<file path="src/hw/lsu_pkg.sv">
// lsu shared definitions: widths, operation encoding, control struct and size helpers
package lsu_pkg;

    // ----------------------------------------
    // widths
    // ----------------------------------------
    localparam int unsigned XLEN_W     = 64;
    localparam int unsigned ADDR_W     = 32;
    localparam int unsigned TRANS_ID_W = 3;
    localparam int unsigned BE_W       = 8;
    // byte offset bits inside one doubleword
    localparam int unsigned DW_OFF_W   = 3;

    typedef logic [XLEN_W-1:0]     xlen_t;
    typedef logic [ADDR_W-1:0]     addr_t;
    typedef logic [TRANS_ID_W-1:0] trans_id_t;
    typedef logic [BE_W-1:0]       be_t;

    // ----------------------------------------
    // exception causes
    // ----------------------------------------
    typedef logic [3:0] cause_t;

    localparam cause_t CAUSE_LD_MISALIGNED = 4'd4;
    localparam cause_t CAUSE_ST_MISALIGNED = 4'd6;

    // ----------------------------------------
    // operations
    // ----------------------------------------
    typedef enum logic [3:0] {
        LB,
        LBU,
        LH,
        LHU,
        LW,
        LWU,
        LD,
        SB,
        SH,
        SW,
        SD
    } lsu_op_e;

    // one operation as it moves through the bypass queue
    typedef struct packed {
        logic      valid;
        logic      is_store;
        addr_t     addr;
        xlen_t     data;
        be_t       be;
        lsu_op_e   op;
        trans_id_t trans_id;
        logic      misaligned;
    } lsu_ctrl_t;

    // access size in bytes
    function automatic logic [3:0] op_size(lsu_op_e op);
        case (op)
            LB, LBU, SB: return 4'd1;
            LH, LHU, SH: return 4'd2;
            LW, LWU, SW: return 4'd4;
            default:     return 4'd8;
        endcase
    endfunction

    function automatic logic op_is_store(lsu_op_e op);
        case (op)
            SB, SH, SW, SD: return 1'b1;
            default:        return 1'b0;
        endcase
    endfunction

endpackage

</file>
<file path="src/hw/mem_req_if.sv">
// memory request bundle between one lsu unit and the memory arbiter
`timescale 1ns/10ps

interface mem_req_if import lsu_pkg::*; ();

    // request side, held stable until gnt
    logic  req;
    logic  we;
    addr_t addr;
    xlen_t wdata;
    be_t   be;

    // response side
    logic  gnt;
    logic  rvalid;
    xlen_t rdata;

    modport unit_mp (
        output req, we, addr, wdata, be,
        input  gnt, rvalid, rdata
    );

    modport arb_mp (
        input  req, we, addr, wdata, be,
        output gnt, rvalid, rdata
    );

endinterface

</file>
<file path="src/hw/load_unit.sv">
// load unit: single outstanding load with store hazard wait, memory read and extension
`timescale 1ns/10ps

module load_unit import lsu_pkg::*; (
    input  logic             clk_i,
    input  logic             rst_ni,
    input  logic             valid_i,
    input  lsu_ctrl_t        ctrl_i,
    input  logic             addr_match_i,
    output logic             pop_o,
    output addr_t            dw_addr_o,
    mem_req_if.unit_mp       mem,
    output logic             valid_o,
    output trans_id_t        trans_id_o,
    output xlen_t            result_o,
    output logic             ex_valid_o,
    output cause_t           ex_cause_o,
    output addr_t            ex_tval_o
);

    typedef enum logic [2:0] {
        IDLE,
        WAIT_HAZARD,
        WAIT_GNT,
        WAIT_RVALID,
        EX
    } ld_state_e;

    ld_state_e state_q;
    ld_state_e state_d;
    lsu_ctrl_t ld_q;
    logic      take;
    logic      rd_done;
    logic      done_q;
    xlen_t     rdata_sh;
    xlen_t     ext;
    xlen_t     result_q;

    // doubleword of the offered load, compared against the held store
    assign dw_addr_o = {ctrl_i.addr[ADDR_W-1:DW_OFF_W], {DW_OFF_W{1'b0}}};

    assign take    = valid_i && !addr_match_i && (state_q == IDLE || state_q == WAIT_HAZARD);
    assign pop_o   = take;
    assign rd_done = (state_q == WAIT_RVALID) && mem.rvalid;

    always_comb begin
        state_d = state_q;
        case (state_q)
            IDLE, WAIT_HAZARD: begin
                if (take) begin
                    state_d = ctrl_i.misaligned ? EX : WAIT_GNT;
                end else if (valid_i) begin
                    state_d = WAIT_HAZARD;
                end else begin
                    state_d = IDLE;
                end
            end
            WAIT_GNT:    if (mem.gnt) state_d = WAIT_RVALID;
            WAIT_RVALID: if (mem.rvalid) state_d = IDLE;
            default:     state_d = IDLE;
        endcase
    end

    // ----------------------------------------
    // result extraction
    // ----------------------------------------
    assign rdata_sh = mem.rdata >> {ld_q.addr[DW_OFF_W-1:0], 3'b000};

    always_comb begin
        case (ld_q.op)
            LB:      ext = {{(XLEN_W-8){rdata_sh[7]}}, rdata_sh[7:0]};
            LBU:     ext = {{(XLEN_W-8){1'b0}}, rdata_sh[7:0]};
            LH:      ext = {{(XLEN_W-16){rdata_sh[15]}}, rdata_sh[15:0]};
            LHU:     ext = {{(XLEN_W-16){1'b0}}, rdata_sh[15:0]};
            LW:      ext = {{(XLEN_W-32){rdata_sh[31]}}, rdata_sh[31:0]};
            LWU:     ext = {{(XLEN_W-32){1'b0}}, rdata_sh[31:0]};
            default: ext = rdata_sh;
        endcase
    end

    always_ff @(posedge clk_i or negedge rst_ni) begin
        if (!rst_ni) begin
            state_q <= IDLE;
            done_q  <= 1'b0;
        end else begin
            state_q <= state_d;
            done_q  <= rd_done;
        end
    end

    always_ff @(posedge clk_i) begin
        if (take) begin
            ld_q <= ctrl_i;
        end
        if (rd_done) begin
            result_q <= ext;
        end
    end

    // memory read of the whole doubleword
    assign mem.req   = (state_q == WAIT_GNT);
    assign mem.we    = 1'b0;
    assign mem.addr  = {ld_q.addr[ADDR_W-1:DW_OFF_W], {DW_OFF_W{1'b0}}};
    assign mem.wdata = '0;
    assign mem.be    = ld_q.be;

    // writeback
    assign valid_o    = done_q | (state_q == EX);
    assign trans_id_o = ld_q.trans_id;
    assign result_o   = (state_q == EX) ? '0 : result_q;
    assign ex_valid_o = (state_q == EX);
    assign ex_cause_o = CAUSE_LD_MISALIGNED;
    assign ex_tval_o  = ld_q.addr;

endmodule

</file>
<file path="src/hw/lsu_issue.sv">
// lsu issue stage: address generation, byte enables, misalignment check and bypass queue
`timescale 1ns/10ps

module lsu_issue import lsu_pkg::*; (
    input  logic      clk_i,
    input  logic      rst_ni,
    input  logic      lsu_valid_i,
    input  lsu_op_e   op_i,
    input  xlen_t     operand_a_i,
    input  xlen_t     operand_b_i,
    input  xlen_t     imm_i,
    input  trans_id_t trans_id_i,
    input  logic      pop_ld_i,
    input  logic      pop_st_i,
    output logic      lsu_ready_o,
    output lsu_ctrl_t ctrl_o,
    output logic      ld_valid_o,
    output logic      st_valid_o
);

    xlen_t      vaddr;
    addr_t      addr;
    logic [3:0] size;
    be_t        be;
    logic       misaligned;
    lsu_ctrl_t  req;

    lsu_ctrl_t  mem_q [2];
    logic       rd_ptr_q;
    logic       wr_ptr_q;
    logic [1:0] cnt_q;
    logic       empty;
    logic       pop;

    // ----------------------------------------
    // address generation
    // ----------------------------------------
    // two's complement add covers the signed immediate
    assign vaddr = operand_a_i + imm_i;
    assign addr  = vaddr[ADDR_W-1:0];
    assign size  = op_size(op_i);

    // byte lanes of the access within its doubleword
    always_comb begin
        case (size)
            4'd1:    be = be_t'(8'h01) << addr[DW_OFF_W-1:0];
            4'd2:    be = be_t'(8'h03) << addr[DW_OFF_W-1:0];
            4'd4:    be = be_t'(8'h0f) << addr[DW_OFF_W-1:0];
            default: be = be_t'(8'hff);
        endcase
    end

    // offset must be a multiple of the size, size 8 wraps to mask 7
    assign misaligned = |(addr[DW_OFF_W-1:0] & (size[DW_OFF_W-1:0] - 3'd1));

    always_comb begin
        req.valid      = lsu_valid_i;
        req.is_store   = op_is_store(op_i);
        req.addr       = addr;
        req.data       = operand_b_i;
        req.be         = be;
        req.op         = op_i;
        req.trans_id   = trans_id_i;
        req.misaligned = misaligned;
    end

    // ----------------------------------------
    // bypass queue
    // ----------------------------------------
    assign empty       = (cnt_q == 2'd0);
    assign pop         = pop_ld_i | pop_st_i;
    assign lsu_ready_o = empty;

    // incoming request goes straight through when nothing is queued
    assign ctrl_o = empty ? req : mem_q[rd_ptr_q];

    always_ff @(posedge clk_i) begin
        if (lsu_valid_i) begin
            mem_q[wr_ptr_q] <= req;
        end
    end

    always_ff @(posedge clk_i or negedge rst_ni) begin
        if (!rst_ni) begin
            rd_ptr_q <= 1'b0;
            wr_ptr_q <= 1'b0;
            cnt_q    <= 2'd0;
        end else begin
            if (lsu_valid_i) begin
                wr_ptr_q <= ~wr_ptr_q;
            end
            if (pop) begin
                rd_ptr_q <= ~rd_ptr_q;
            end
            case ({lsu_valid_i, pop})
                2'b10:   cnt_q <= cnt_q + 2'd1;
                2'b01:   cnt_q <= cnt_q - 2'd1;
                default: cnt_q <= cnt_q;
            endcase
        end
    end

    // ----------------------------------------
    // dispatch
    // ----------------------------------------
    assign ld_valid_o = ctrl_o.valid & ~ctrl_o.is_store;
    assign st_valid_o = ctrl_o.valid & ctrl_o.is_store;

endmodule

</file>
<file path="src/hw/lsu_top.sv">
// load/store unit top: issue stage, load and store units and memory arbiter
`timescale 1ns/10ps

module lsu_top import lsu_pkg::*; (
    input  logic      clk_i,
    input  logic      rst_ni,
    // issue port
    input  logic      lsu_valid_i,
    input  lsu_op_e   op_i,
    input  xlen_t     operand_a_i,
    input  xlen_t     operand_b_i,
    input  xlen_t     imm_i,
    input  trans_id_t trans_id_i,
    output logic      lsu_ready_o,
    // load writeback
    output logic      load_valid_o,
    output trans_id_t load_trans_id_o,
    output xlen_t     load_result_o,
    output logic      load_ex_valid_o,
    output cause_t    load_ex_cause_o,
    output addr_t     load_ex_tval_o,
    // store writeback
    output logic      store_valid_o,
    output trans_id_t store_trans_id_o,
    output xlen_t     store_result_o,
    output logic      store_ex_valid_o,
    output cause_t    store_ex_cause_o,
    output addr_t     store_ex_tval_o,
    // memory port
    output logic      mem_req_o,
    output logic      mem_we_o,
    output addr_t     mem_addr_o,
    output xlen_t     mem_wdata_o,
    output be_t       mem_be_o,
    input  logic      mem_gnt_i,
    input  logic      mem_rvalid_i,
    input  xlen_t     mem_rdata_i
);

    lsu_ctrl_t ctrl;
    logic      ld_valid;
    logic      st_valid;
    logic      pop_ld;
    logic      pop_st;
    addr_t     ld_dw_addr;
    logic      addr_match;

    mem_req_if ld_if ();
    mem_req_if st_if ();

    lsu_issue u_issue (
        .clk_i       (clk_i),
        .rst_ni      (rst_ni),
        .lsu_valid_i (lsu_valid_i),
        .op_i        (op_i),
        .operand_a_i (operand_a_i),
        .operand_b_i (operand_b_i),
        .imm_i       (imm_i),
        .trans_id_i  (trans_id_i),
        .pop_ld_i    (pop_ld),
        .pop_st_i    (pop_st),
        .lsu_ready_o (lsu_ready_o),
        .ctrl_o      (ctrl),
        .ld_valid_o  (ld_valid),
        .st_valid_o  (st_valid)
    );

    load_unit u_load (
        .clk_i        (clk_i),
        .rst_ni       (rst_ni),
        .valid_i      (ld_valid),
        .ctrl_i       (ctrl),
        .addr_match_i (addr_match),
        .pop_o        (pop_ld),
        .dw_addr_o    (ld_dw_addr),
        .mem          (ld_if.unit_mp),
        .valid_o      (load_valid_o),
        .trans_id_o   (load_trans_id_o),
        .result_o     (load_result_o),
        .ex_valid_o   (load_ex_valid_o),
        .ex_cause_o   (load_ex_cause_o),
        .ex_tval_o    (load_ex_tval_o)
    );

    store_unit u_store (
        .clk_i        (clk_i),
        .rst_ni       (rst_ni),
        .valid_i      (st_valid),
        .ctrl_i       (ctrl),
        .dw_addr_i    (ld_dw_addr),
        .pop_o        (pop_st),
        .addr_match_o (addr_match),
        .mem          (st_if.unit_mp),
        .valid_o      (store_valid_o),
        .trans_id_o   (store_trans_id_o),
        .result_o     (store_result_o),
        .ex_valid_o   (store_ex_valid_o),
        .ex_cause_o   (store_ex_cause_o),
        .ex_tval_o    (store_ex_tval_o)
    );

    mem_arbiter u_arb (
        .ld           (ld_if.arb_mp),
        .st           (st_if.arb_mp),
        .clk_i        (clk_i),
        .rst_ni       (rst_ni),
        .mem_req_o    (mem_req_o),
        .mem_we_o     (mem_we_o),
        .mem_addr_o   (mem_addr_o),
        .mem_wdata_o  (mem_wdata_o),
        .mem_be_o     (mem_be_o),
        .mem_gnt_i    (mem_gnt_i),
        .mem_rvalid_i (mem_rvalid_i),
        .mem_rdata_i  (mem_rdata_i)
    );

endmodule

</file>
<file path="src/hw/mem_arbiter.sv">
// memory arbiter: load-first selection of the two units onto one memory port
`timescale 1ns/10ps

module mem_arbiter import lsu_pkg::*; (
    mem_req_if.arb_mp ld,
    mem_req_if.arb_mp st,
    input  logic      clk_i,
    input  logic      rst_ni,
    output logic      mem_req_o,
    output logic      mem_we_o,
    output addr_t     mem_addr_o,
    output xlen_t     mem_wdata_o,
    output be_t       mem_be_o,
    input  logic      mem_gnt_i,
    input  logic      mem_rvalid_i,
    input  xlen_t     mem_rdata_i
);

    // last grant was a read, so the response belongs to the load unit
    logic rd_q;

    // ----------------------------------------
    // request path
    // ----------------------------------------
    assign mem_req_o   = ld.req | st.req;
    assign mem_we_o    = ld.req ? ld.we    : st.we;
    assign mem_addr_o  = ld.req ? ld.addr  : st.addr;
    assign mem_wdata_o = ld.req ? ld.wdata : st.wdata;
    assign mem_be_o    = ld.req ? ld.be    : st.be;

    assign ld.gnt = mem_gnt_i & ld.req;
    assign st.gnt = mem_gnt_i & st.req & ~ld.req;

    always_ff @(posedge clk_i or negedge rst_ni) begin
        if (!rst_ni) begin
            rd_q <= 1'b0;
        end else begin
            rd_q <= mem_req_o & mem_gnt_i & ~mem_we_o;
        end
    end

    // ----------------------------------------
    // response path
    // ----------------------------------------
    assign ld.rvalid = mem_rvalid_i & rd_q;
    assign ld.rdata  = mem_rdata_i;
    assign st.rvalid = mem_rvalid_i & ~rd_q;
    assign st.rdata  = mem_rdata_i;

endmodule

</file>
<file path="src/hw/store_unit.sv">
// store unit: single outstanding store with lane alignment, memory write and address match
`timescale 1ns/10ps

module store_unit import lsu_pkg::*; (
    input  logic             clk_i,
    input  logic             rst_ni,
    input  logic             valid_i,
    input  lsu_ctrl_t        ctrl_i,
    input  addr_t            dw_addr_i,
    output logic             pop_o,
    output logic             addr_match_o,
    mem_req_if.unit_mp       mem,
    output logic             valid_o,
    output trans_id_t        trans_id_o,
    output xlen_t            result_o,
    output logic             ex_valid_o,
    output cause_t           ex_cause_o,
    output addr_t            ex_tval_o
);

    typedef enum logic [1:0] {
        IDLE,
        WAIT_GNT,
        DONE
    } st_state_e;

    st_state_e state_q;
    st_state_e state_d;
    lsu_ctrl_t st_q;
    logic      take;

    assign take  = valid_i && (state_q == IDLE);
    assign pop_o = take;

    always_comb begin
        state_d = state_q;
        case (state_q)
            IDLE:     if (take) state_d = ctrl_i.misaligned ? DONE : WAIT_GNT;
            WAIT_GNT: if (mem.gnt) state_d = DONE;
            default:  state_d = IDLE;
        endcase
    end

    always_ff @(posedge clk_i or negedge rst_ni) begin
        if (!rst_ni) begin
            state_q <= IDLE;
        end else begin
            state_q <= state_d;
        end
    end

    always_ff @(posedge clk_i) begin
        if (take) begin
            st_q <= ctrl_i;
        end
    end

    // ----------------------------------------
    // memory write
    // ----------------------------------------
    assign mem.req   = (state_q == WAIT_GNT);
    assign mem.we    = 1'b1;
    assign mem.addr  = {st_q.addr[ADDR_W-1:DW_OFF_W], {DW_OFF_W{1'b0}}};
    // data moves up into the lanes selected by be
    assign mem.wdata = st_q.data << {st_q.addr[DW_OFF_W-1:0], 3'b000};
    assign mem.be    = st_q.be;

    // a load to this doubleword has to wait until the write is granted
    assign addr_match_o = (state_q == WAIT_GNT) && !mem.gnt
                          && (st_q.addr[ADDR_W-1:DW_OFF_W] == dw_addr_i[ADDR_W-1:DW_OFF_W]);

    // writeback
    assign valid_o    = (state_q == DONE);
    assign trans_id_o = st_q.trans_id;
    assign result_o   = '0;
    assign ex_valid_o = (state_q == DONE) && st_q.misaligned;
    assign ex_cause_o = CAUSE_ST_MISALIGNED;
    assign ex_tval_o  = st_q.addr;

endmodule
</file>
<file path="config.mk">
export PLATFORM = sky130hd
export DESIGN_NAME = lsu_top
export DESIGN_NICKNAME = d
export VERILOG_FILES = /design/src/hw/lsu_pkg.sv /design/src/hw/mem_req_if.sv /design/src/hw/load_unit.sv /design/src/hw/lsu_issue.sv /design/src/hw/lsu_top.sv /design/src/hw/mem_arbiter.sv /design/src/hw/store_unit.sv
export SDC_FILE = /design/constraint.sdc
export NUM_CORES = 1
export LEC_CHECK = 0
export BUFFER_PORTS_ARGS = -buffer_cell sky130_fd_sc_hd__buf_2
export CORE_ASPECT_RATIO = 1.1
export CORE_MARGIN = 1
export CORE_UTILIZATION = 45
export DETAILED_ROUTE_END_ITERATION = 10
export GPL_ROUTABILITY_DRIVEN = 0
export PLACE_DENSITY = 0.75
export SETUP_SLACK_MARGIN = 0.4
export SLEW_MARGIN = 20
export SYNTH_ARGS = -nofsm -noshare
export SYNTH_HDL_FRONTEND = slang
export SYNTH_SLANG_ARGS = --single-unit
</file>
<file path="constraint.sdc">
create_clock -name clk_i -period 12.3 [get_ports clk_i]
set_input_delay 1.23 -clock clk_i [delete_from_list [all_inputs] [get_ports clk_i]]
set_output_delay 1.23 -clock clk_i [all_outputs]
set_load 0.02 [all_outputs]
</file>
==> results.md, run 1 <==
Synthesis:
- The largest family of logic cells by synthesized area is simple AND/OR/NAND/NOR gates.
- The post-synthesis share of cell area spent on full adders, half adders and majority gates is 1.774%.
- The most numerous cell in the Yosys netlist is edfxtp_1.
- The mux share of post-synthesis cell area is 11.31%.
- In the synthesized netlist, the cells that appear most often are edfxtp_1, nand2_1, o21ai_0.
- The number of synthesized register bits is 458.
- The synthesized instance count is 2,354.
- The main flop type after synthesis is edfxtp_1.
- The area of the mapped netlist is 0.02581 mm^2.
- The post-synthesis share of cell area spent on xor and xnor gates is 1.736%.
- For this run, asynchronously set or reset flops after synthesis account for 2.402%.
- The area share of the leading cell type in the synthesized netlist is 52.01%.
- Sorting the synthesized cells by area gives the leading types as edfxtp_1, mux2i_1, nand2_1, o21ai_0, buf_4.
- The netlist uses 84 different library cells.
- The Yosys step of the flow raised 0 warnings.
- Yosys mapped a number of flops with a built-in enable equal to 447.
- The mean cell area of the mapped netlist is 10.96 um^2.
- edfxtp_1 takes more of the synthesized area than any other cell.
- The compound-gate portion of the synthesized area is 11.61%.
- The area fraction in and, or, nand and nor cells after synthesis is 13.46%.
- The share of synthesized area occupied by flip-flops and latches is 53.08%.

Global route:
- The number of global-route vias before repair was 18,457.
- The largest net degree at the start of global routing is 95.
- The initial antenna violation count is 17.
- In the global route stage, overall resource usage came out at 24.23%.
- The total congestion overflow after global routing is 0.
- The first global-routing pass estimated 108,300 um of wire.

Route:
- The first TritonRoute pass finished after 6 iterations.
- The remaining routing DRC violations is 0.
- The post-detailed-route wirelength per cell is 21.35 um.
- The count of nets left with antenna violations once routing finished came out at 0.
- The count of routing violations after the opening detailed-route iteration is 1,953.
- The vias per cell is 5.715.
- The wire length reported by the detailed router is 73,540 um.
- The routed via count is 19,682.

Power and ir drop:
- The worst ir drop on vdd is 0.0002183 V.
- The analysis attributes to cell leakage a power of 11.84 nW.
- The cell area power density is 247.7 mW/mm^2.

Timing:
- For the pin with the worst max-slew slack, the measured transition is 1.085 ns.
- Static timing analysis puts the maximum clock frequency at 0.1755 GHz.
- The clock skew is 0.02290 ns.
- The setup TNS is 0 ns.
- The final-report hold violation count came to 0.
- The final number of setup-violating endpoints is 0.
- After layout, the worst path uses 46.32% of the clock period.
- Hold is met by 0.5261 ns.
- The final critical-path required period is 5.697 ns.
- The worst pin sits at a relative slew slack of 27.63%.
- The number of pins exceeding their max-slew limit in the final report is 0.
- Setup repair after global routing left no endpoint under its margin.

Worst setup path:
- The buffer and inverter count on the worst path is 3.
- The required time reported for the critical path endpoint is 12.57 ns.
- The kind of start point of the critical path is a flip-flop.
- At the worst endpoint, the arrival time is 5.97 ns.
- The delay of the slowest critical-path stage is 0.85 ns.
- The capturing element type of the critical path is a flip-flop.
- The standard cell with the maximum stage delay on the critical path is buf_4.
- Grouping stages by cell kind, the critical path spends the most delay in simple AND/OR/NAND/NOR gates.
- The critical path is of the flip-flop to flip-flop type.
- The worst-path maximum fanout is 94.
- Traced cell by cell, the critical path runs through or2_2 -> inv_6 -> buf_4 -> nor2_1 -> a211o_1 -> a2111o_1 -> a2111o_1 -> nor4_2 -> nand4_1 -> nor3_1 -> nor2_4 -> buf_4.

Clocking:
- The clock passes through at most 3 buffers.
- TritonCTS built the clock tree.
- In this run, post-CTS hold repair placed 0 buffers.
- The clock sink count is 458.
- The clock network latency to the later pin of the worst-skew pair is 0.59 ns.
- The buffer cell driving the clock tree root is clkbuf_16.
- In this run, CTS created clock tree buffers numbering 52.
- The number of gates resized after CTS was 0.
- The clock transition at the register clock pins on the worst setup and hold paths after CTS is 0.06 ns.
- The post-CTS setup buffer count is 0.
- The clock tree synthesis step divided the H-tree into 2 levels.

Floorplan:
- The starting density of the core is 45.79%.
- In this run the standard cell core region covers 0.05636 mm^2.
- The die width is 230.3 um.
- The number of ports placed on the die boundary is 585.
- The floorplan has 91 rows.
- From bottom edge to top edge, the die measures 253.2 um.
- The area of the die is 0.05831 mm^2.

Placement:
- The sum of net half-perimeters after detailed placement is 50,780 um.
- The total instance count after detailed placement is 3,348.
- The count of buffers inserted at the top-level ports is 445.

Finish:
- The final cell count without fillers is 3,444.
- The layout overhead on the synthesized area is 13.96%.
- The share of the core filled with cells in the final layout is 52.18%.
- Fill cells in the final layout number 4,916.
- The final layout contains 2,962 nets.
- Of the cells placed in the final design, the portion with a size suffix greater than 1 is 23.69%.

Worst hold path:
- The type of the worst min-delay path is input port to async pin.

Outcome:
- The run finished with clean final reports.

Flow run:
- The max-capacitance violation count is 0.
[final timing paths]
kind	startpoint	cells after the start	slack [ns]	to
worst max-delay path	u_issue.cnt_q[0]	12	6.60	u_load.ex_tval_o[26]
worst min-delay path	rst_ni	1	0.53	u_load.state_q[2]
worst max register to register	u_issue.cnt_q[0]	12	6.60	u_load.ex_tval_o[26]
worst min register to register	u_issue.cnt_q[1]	1	0.55	u_issue.cnt_q[1]
max in group asynchronous	rst_ni	1	11.53	u_issue.rd_ptr_q
min in group clk_i	u_issue.cnt_q[1]	1	0.55	u_issue.cnt_q[1]
[metrics by stage]
step           total power (W)  instance area [um^2]  worst slack [ns]
3_5_place_dp          0.005754                 27740             6.050
4_1_cts               0.007301                 29400             6.632
5_1_grt               0.007650                 29410             6.245
3_3_place_gp          0.005678                 27740             6.103
6_report              0.007284                 29410             6.603
2_1_floorplan         0.004849                 26080             5.719
[layout by cell type, fill, tap and decap left out, drive strengths merged, types with 23 or more instances in the layout]
cell / Yosys / final
buf: 188 / 467
edfxtp: 447 / 447
nand2: 330 / 330
o21ai: 231 / 231
mux2i: 196 / 196
nor2: 124 / 124
a21oi: 101 / 101
nor2b: 89 / 89
conb: 2 / 75
clkbuf: 102 / 69
mux2: 45 / 45
a211oi: 38 / 38
ha: 35 / 35
and3: 32 / 32
nor3: 31 / 31
xnor2: 30 / 30
nand3: 28 / 28
inv: 22 / 24
a21o: 23 / 23
[flip-flops by register name, indices dropped and copies added, names as in the netlist]
signal and flops:
u_issue.mem_q 228, u_store.st_q 65, u_load.result_q 64, u_load.ex_tval_o 32
u_store.ex_tval_o 32, u_load.mem.be 8, u_store.mem.be 8, u_load.ld_q 4
u_load.state_q 3, u_load.trans_id_o 3, u_store.trans_id_o 3, u_issue.cnt_q 2
u_store.state_q 2, u_arb.rd_q 1, u_issue.rd_ptr_q 1, u_issue.wr_ptr_q 1
u_load.done_q 1
[power by group]
| part | internal, W | total, W | switching [W] |
|---|---|---|---|
| combinational | 0.00103 | 0.00318 | 0.00215 |
| clock | 0.000895 | 0.00153 | 0.000632 |
| sequential | 0.00233 | 0.00258 | 0.000245 |
[per-layer routing]
layer	vias up	GRT usage [%]	wire length (um)
met4	22	9.518	2792
met5	-	0	149
met2	1126	40.37	35150
li1	9024	-	-
met3	199	5.293	6851
met1	9311	30.67	28590
[kinds of logic (layout without fill, tap and decap cells)]
logic type | Yosys count | in the layout
adders and majority gates | 36 | 36
buffers and inverters | 315 | 585
DFF | 458 | 458
other | 2 | 78
xor gates and xnor gates | 49 | 49
AOI/OAI and AO/OA | 496 | 496
muxes | 261 | 261
and+or+nand+nor | 737 | 737
[layout make-up]
type / instances / area, um^2 / area share, %
tap: 744 / 930.9 / 3.165
clock buffer: 69 / 1385 / 4.710
inverter: 25 / 101.3 / 0.3446
multi-input combinational: 1654 / 10620 / 36.11
clock inverter: 24 / 270.3 / 0.9190
antenna: 3 / 7.507 / 0.02553
timing repair buffer: 467 / 2392 / 8.134
sequential: 458 / 13700 / 46.59
(Power assumes the default switching activity.)
==> run 2, diff against run 1 <==
Settings changed: ABC_AREA set to 1, PLACE_DENSITY 0.75 to 0.76.
Clock period 12.3 ns to 5.5 ns, I/O delays scaled along.
==> run 2 against run 1 <==
  * Count of clock-buffer cells in the layout fell by 17
  * Critical endpoint is now u_store.st_q[76]
  * Sequential cell count unchanged
  * Hold slack worse by 0.36 ns
  * Largest cell class unchanged
==> results.md, run 2 <==
Timing:
- The final clock period utilization by the worst path is 69.28% (was 46.32%).
- The final critical-path required period came to 3.810 ns (was 5.697 ns).
- The transition at the pin with the smallest max-transition slack is 1.068 ns (was 1.085 ns).
- The number of pins exceeding their max-slew limit in the final report is 0 (unchanged).
- The final-report hold violation count came to 0 (unchanged).
- The normalized max-slew margin came to 28.57% (was 27.63%).
- The final number of setup-violating endpoints came to 0 (unchanged).
- The highest clock rate came to 0.2624 GHz (was 0.1755 GHz).
- The clock skew came to 0.01647 ns (was 0.02290 ns).
- RSZ-0062 raised after global routing: false (unchanged).
- The setup TNS is 0 ns (unchanged).

Global route:
- The global-route wire length before repair is 107,700 um (was 108,300 um).
- The total routing usage reported by global routing was 24.41% (was 24.23%).
- The initial antenna violation count is 18 (was 17).
- The number of global-route vias before repair was 18,647 (was 18,457).
- The total congestion overflow after global routing is 0 (unchanged).
- The largest net degree at the start of global routing is 123 (was 95).

Worst hold path:
- The type of the worst min-delay path is input port to flip-flop (was input port to async pin).

Finish:
- Highest-count cells in the layout ignoring fill and taps: nand2_1, edfxtp_1, buf_2, inv_1, nor2_1 (was edfxtp_1, buf_2, nand2_1, o21ai_0, mux2i_1).
- The final-stage net count is 3,506 (was 2,962).
- The sequential cell area is 0.01370 mm^2 (unchanged).
- The area of the multi-input gates is 0.009384 mm^2 (was 0.01062 mm^2).
- The number of fill cells in the layout is 5,100 (was 4,916).
- The flip-flop count of the largest register after layout came to 228 (unchanged).
- The layout overhead on the synthesized area was 13.85% (was 13.96%).
- The most common cell after layout, fill and taps aside was nand2_1 (was edfxtp_1).
- The register with the most flip-flops is u_issue.mem_q (unchanged).
- The share of the core filled with cells in the final layout is 51.74% (was 52.18%).
- Top flop regs: u_issue.mem_q x228, u_store.st_q x65, u_load.result_q x64 (unchanged).
- The fraction of final layout cells sized beyond drive strength 1 is 20.11% (was 23.69%).

Placement:
- The count of buffers inserted at the top-level ports is 445 (unchanged).
- The sum of net half-perimeters after detailed placement is 51,990 um (was 50,780 um).

Worst setup path:
- The required time reported for the critical path endpoint came to 5.75 ns (was 12.57 ns).
- The worst-path maximum fanout came to 77 (was 94).
- Cell-by-cell trace of the critical path: buf_4 -> nand2_1 -> nand3_1 -> o21ai_0 -> nor2_1 -> nand2_1 -> inv_4 -> buf_4 (was or2_2 -> inv_6 -> buf_4 -> nor2_1 -> a211o_1 -> a2111o_1 -> a2111o_1 -> nor4_2 -> nand4_1 -> nor3_1 -> nor2_4 -> buf_4).
- The kind of critical path is flip-flop to flip-flop (unchanged).
- The capturing element type of the critical path was a flip-flop (unchanged).
- The critical path arrival is 4.06 ns (was 5.97 ns).
- The delay of the slowest critical-path stage is 0.82 ns (was 0.85 ns).
- The family with the most delay on the worst path is buffers and inverters (was simple AND/OR/NAND/NOR gates).
- The buffer and inverter count on the worst path is 3 (unchanged).
- The kind of start point of the critical path is a flip-flop (unchanged).
- The standard cell with the maximum stage delay on the critical path is buf_4 (unchanged).

Clocking:
- The worst-case clock buffer depth is 3 (unchanged).
- The clock sink count is 458 (unchanged).
- The number of H-tree levels is 2 (unchanged).
- The total clock buffers created by CTS is 46 (was 52).
- The clock network latency to the later pin of the worst-skew pair is 0.58 ns (was 0.59 ns).
- The clock transition at the register clock pins on the worst setup and hold paths after CTS came to 0.07 ns (was 0.06 ns).
- The CTS tree is built (unchanged).
- The post-cts resize count was 0 (unchanged).
- The buffer cell driving the clock tree root is clkbuf_16 (unchanged).

Power and ir drop:
- The static leakage is 12.94 nW (was 11.84 nW).
- The cell area power density came to 587.1 mW/mm^2 (was 247.7 mW/mm^2).
- The net load switching power is 0.007762 W (was 0.003027 W).
- The share of total power in combinational logic was 47.6% (was 43.7%).
- The sequential fraction of design power is 34.8% (was 35.4%).
- The worst ir drop on vdd is 0.0002923 V (was 0.0002183 V).
- The switching part of the total is 45.61% (was 41.55%).
- The part of the power in the clock network is 17.6% (was 21.0%).
- The internal power was 0.009257 W (was 0.004258 W).

Synthesis:
- The area of the mapped netlist was 0.02546 mm^2 (was 0.02581 mm^2).
- The area share of the leading cell type in the synthesized netlist is 52.72% (was 52.01%).
- The most numerous cell in the Yosys netlist is nand2_1 (was edfxtp_1).
- The synthesized instance count is 2,891 (was 2,354).
- Synth area leaders: edfxtp_1, nand2_1, buf_4, a21oi_1, inv_1 (was edfxtp_1, mux2i_1, nand2_1, o21ai_0, buf_4).
- The fraction of registers with async set/reset is 2.402% (unchanged).
- The mean cell area of the mapped netlist is 8.806 um^2 (was 10.96 um^2).
- The largest area contributor in the netlist is edfxtp_1 (unchanged).
- The number of synthesized register bits came to 458 (unchanged).
- The number of enable flip-flop cells after synthesis is 447 (unchanged).
- The share of synthesized area occupied by flip-flops and latches was 53.80% (was 53.08%).
- Synth cell count leaders: nand2_1, edfxtp_1, inv_1 (was edfxtp_1, nand2_1, o21ai_0).
- The main flop type after synthesis is edfxtp_1 (unchanged).
- The post-synthesis cell type count is 50 (was 84).
- The number of warning messages in the yosys log is 0 (unchanged).

Route:
- The post-detailed-route wirelength per cell is 18.47 um (was 21.35 um).
- The vias per cell is 5.315 (was 5.715).
- The wire length reported by the detailed router is 73,770 um (was 73,540 um).
- The remaining routing DRC violations is 0 (unchanged).
- The final antenna-violating net count was 0 (unchanged).
- The count of routing violations after the opening detailed-route iteration came to 2,184 (was 1,953).
- The number of iterations in the first detailed-routing pass came to 8 (was 6).
- The routed via count is 21,224 (was 19,682).

Floorplan:
- The placement row count is 91 (unchanged).
- The die width is 228.8 um (was 230.3 um).
- The starting density of the core was 45.45% (was 45.79%).
- The area of the die was 0.05753 mm^2 (was 0.05831 mm^2).
- The chip height is 251.5 um (was 253.2 um).
- The number of ports placed on the die boundary came to 585 (unchanged).
- The area of the core is 0.05602 mm^2 (was 0.05636 mm^2).

Outcome:
- Outcome: finished, final reports clean (unchanged).

Flow run:
- The max-capacitance violation count is 0 (unchanged).
==> run 2: changes by cell type after synthesis, moves of 45 or more <==
cell / delta
a21oi_1: +110
inv_1: +251
o21ai_0: -48
nand2_1: +411
nand3_1: +133
nor2b_1: -89
nor2_1: +138
mux2i_1: -160
mux2_2: -45
==> run 2: cell families after synthesis <==
kind of cell / share of synthesized area, %
simple gates: 21.03
buf+inv: 10.55
compound gates: 11.10
flops: 53.80
fa+ha+maj: 1.799
mux: 1.415
xor+xnor: 0.2704
other cells: 0.02950
==> run 2: power by group through the flow <==
| stage | clock [W] | combinational [W] | sequential (W) |
|---|---|---|---|
| after CTS | 0.00305 | 0.00804 | 0.00590 |
| after global routing | 0.00316 | 0.00876 | 0.00598 |
| after detailed placement | 0 | 0.00801 | 0.00596 |
| after floorplan | 0 | 0.00580 | 0.00573 |
| final | 0.00300 | 0.00811 | 0.00592 |
| after global placement | 0 | 0.00790 | 0.00594 |
==> run 2: final cells by class <==
cell class	count	share of cell area, %
inverter	278	3.634
multi-input combinational	1944	32.37
antenna	11	0.09496
tap	744	3.211
clock inverter	32	0.8374
clock buffer	52	4.049
sequential	458	47.27
timing repair buffer	474	8.529
==> run 2: what timing repair did <==
item / 4_1_cts / 5_1_grt
hold buffers: 1 / 0
setup buffers: 0 / 0
hold endpoints to repair: 11 / 0
==> run 2: path summary, 6_finish.rpt <==
check | cells after the start | slack [ns] | to | from
worst max-delay path | 8 | 1.69 | u_store.st_q[76] | u_issue.rd_ptr_q
worst min-delay path | 1 | 0.17 | u_issue.mem_q[1][71] | operand_b_i[55]
worst max register to register | 8 | 1.69 | u_store.st_q[76] | u_issue.rd_ptr_q
worst min register to register | 1 | 0.53 | u_issue.cnt_q[1] | u_issue.cnt_q[1]
max in group asynchronous | 2 | 4.87 | u_issue.rd_ptr_q | rst_ni
min in group asynchronous | 2 | 0.38 | u_store.state_q[0] | rst_ni
==> run 2: worst reg2reg max path, stage by stage, from the launching register on <==
cell and delay (ns):
dfrtp_4 0.77, buf_4 0.83, nand2_1 0.13, nand3_1 0.12, o21ai_0 0.15, nor2_1 0.13
nand2_1 0.19, inv_4 0.68, buf_4 0.48
==> run 2: per-stage QoR <==
stage               instance area (um^2)  hold slack [ns]  std cells  total power [W]  setup WS (ns)
CTS                                28960           0.1332       3982          0.01698          1.619
detailed placement                 27530           0.4417       3897          0.01396          1.551
global route                       28980           0.1412       3991          0.01790          1.423
finish                             28990           0.1685       3993          0.01702          1.690
global placement                   27530           0.4395       3897          0.01383          1.592
floorplan                          25740           0.2544       2964          0.01153          1.449
==> run 2: layer usage <==
metal,wire length (um),GRT usage [%],vias up
met3,6756,4.747,210
met1,28050,30.46,9743
met2,34640,39.72,1132
met5,110,0,-
li1,-,-,10123
met4,4214,13.98,16
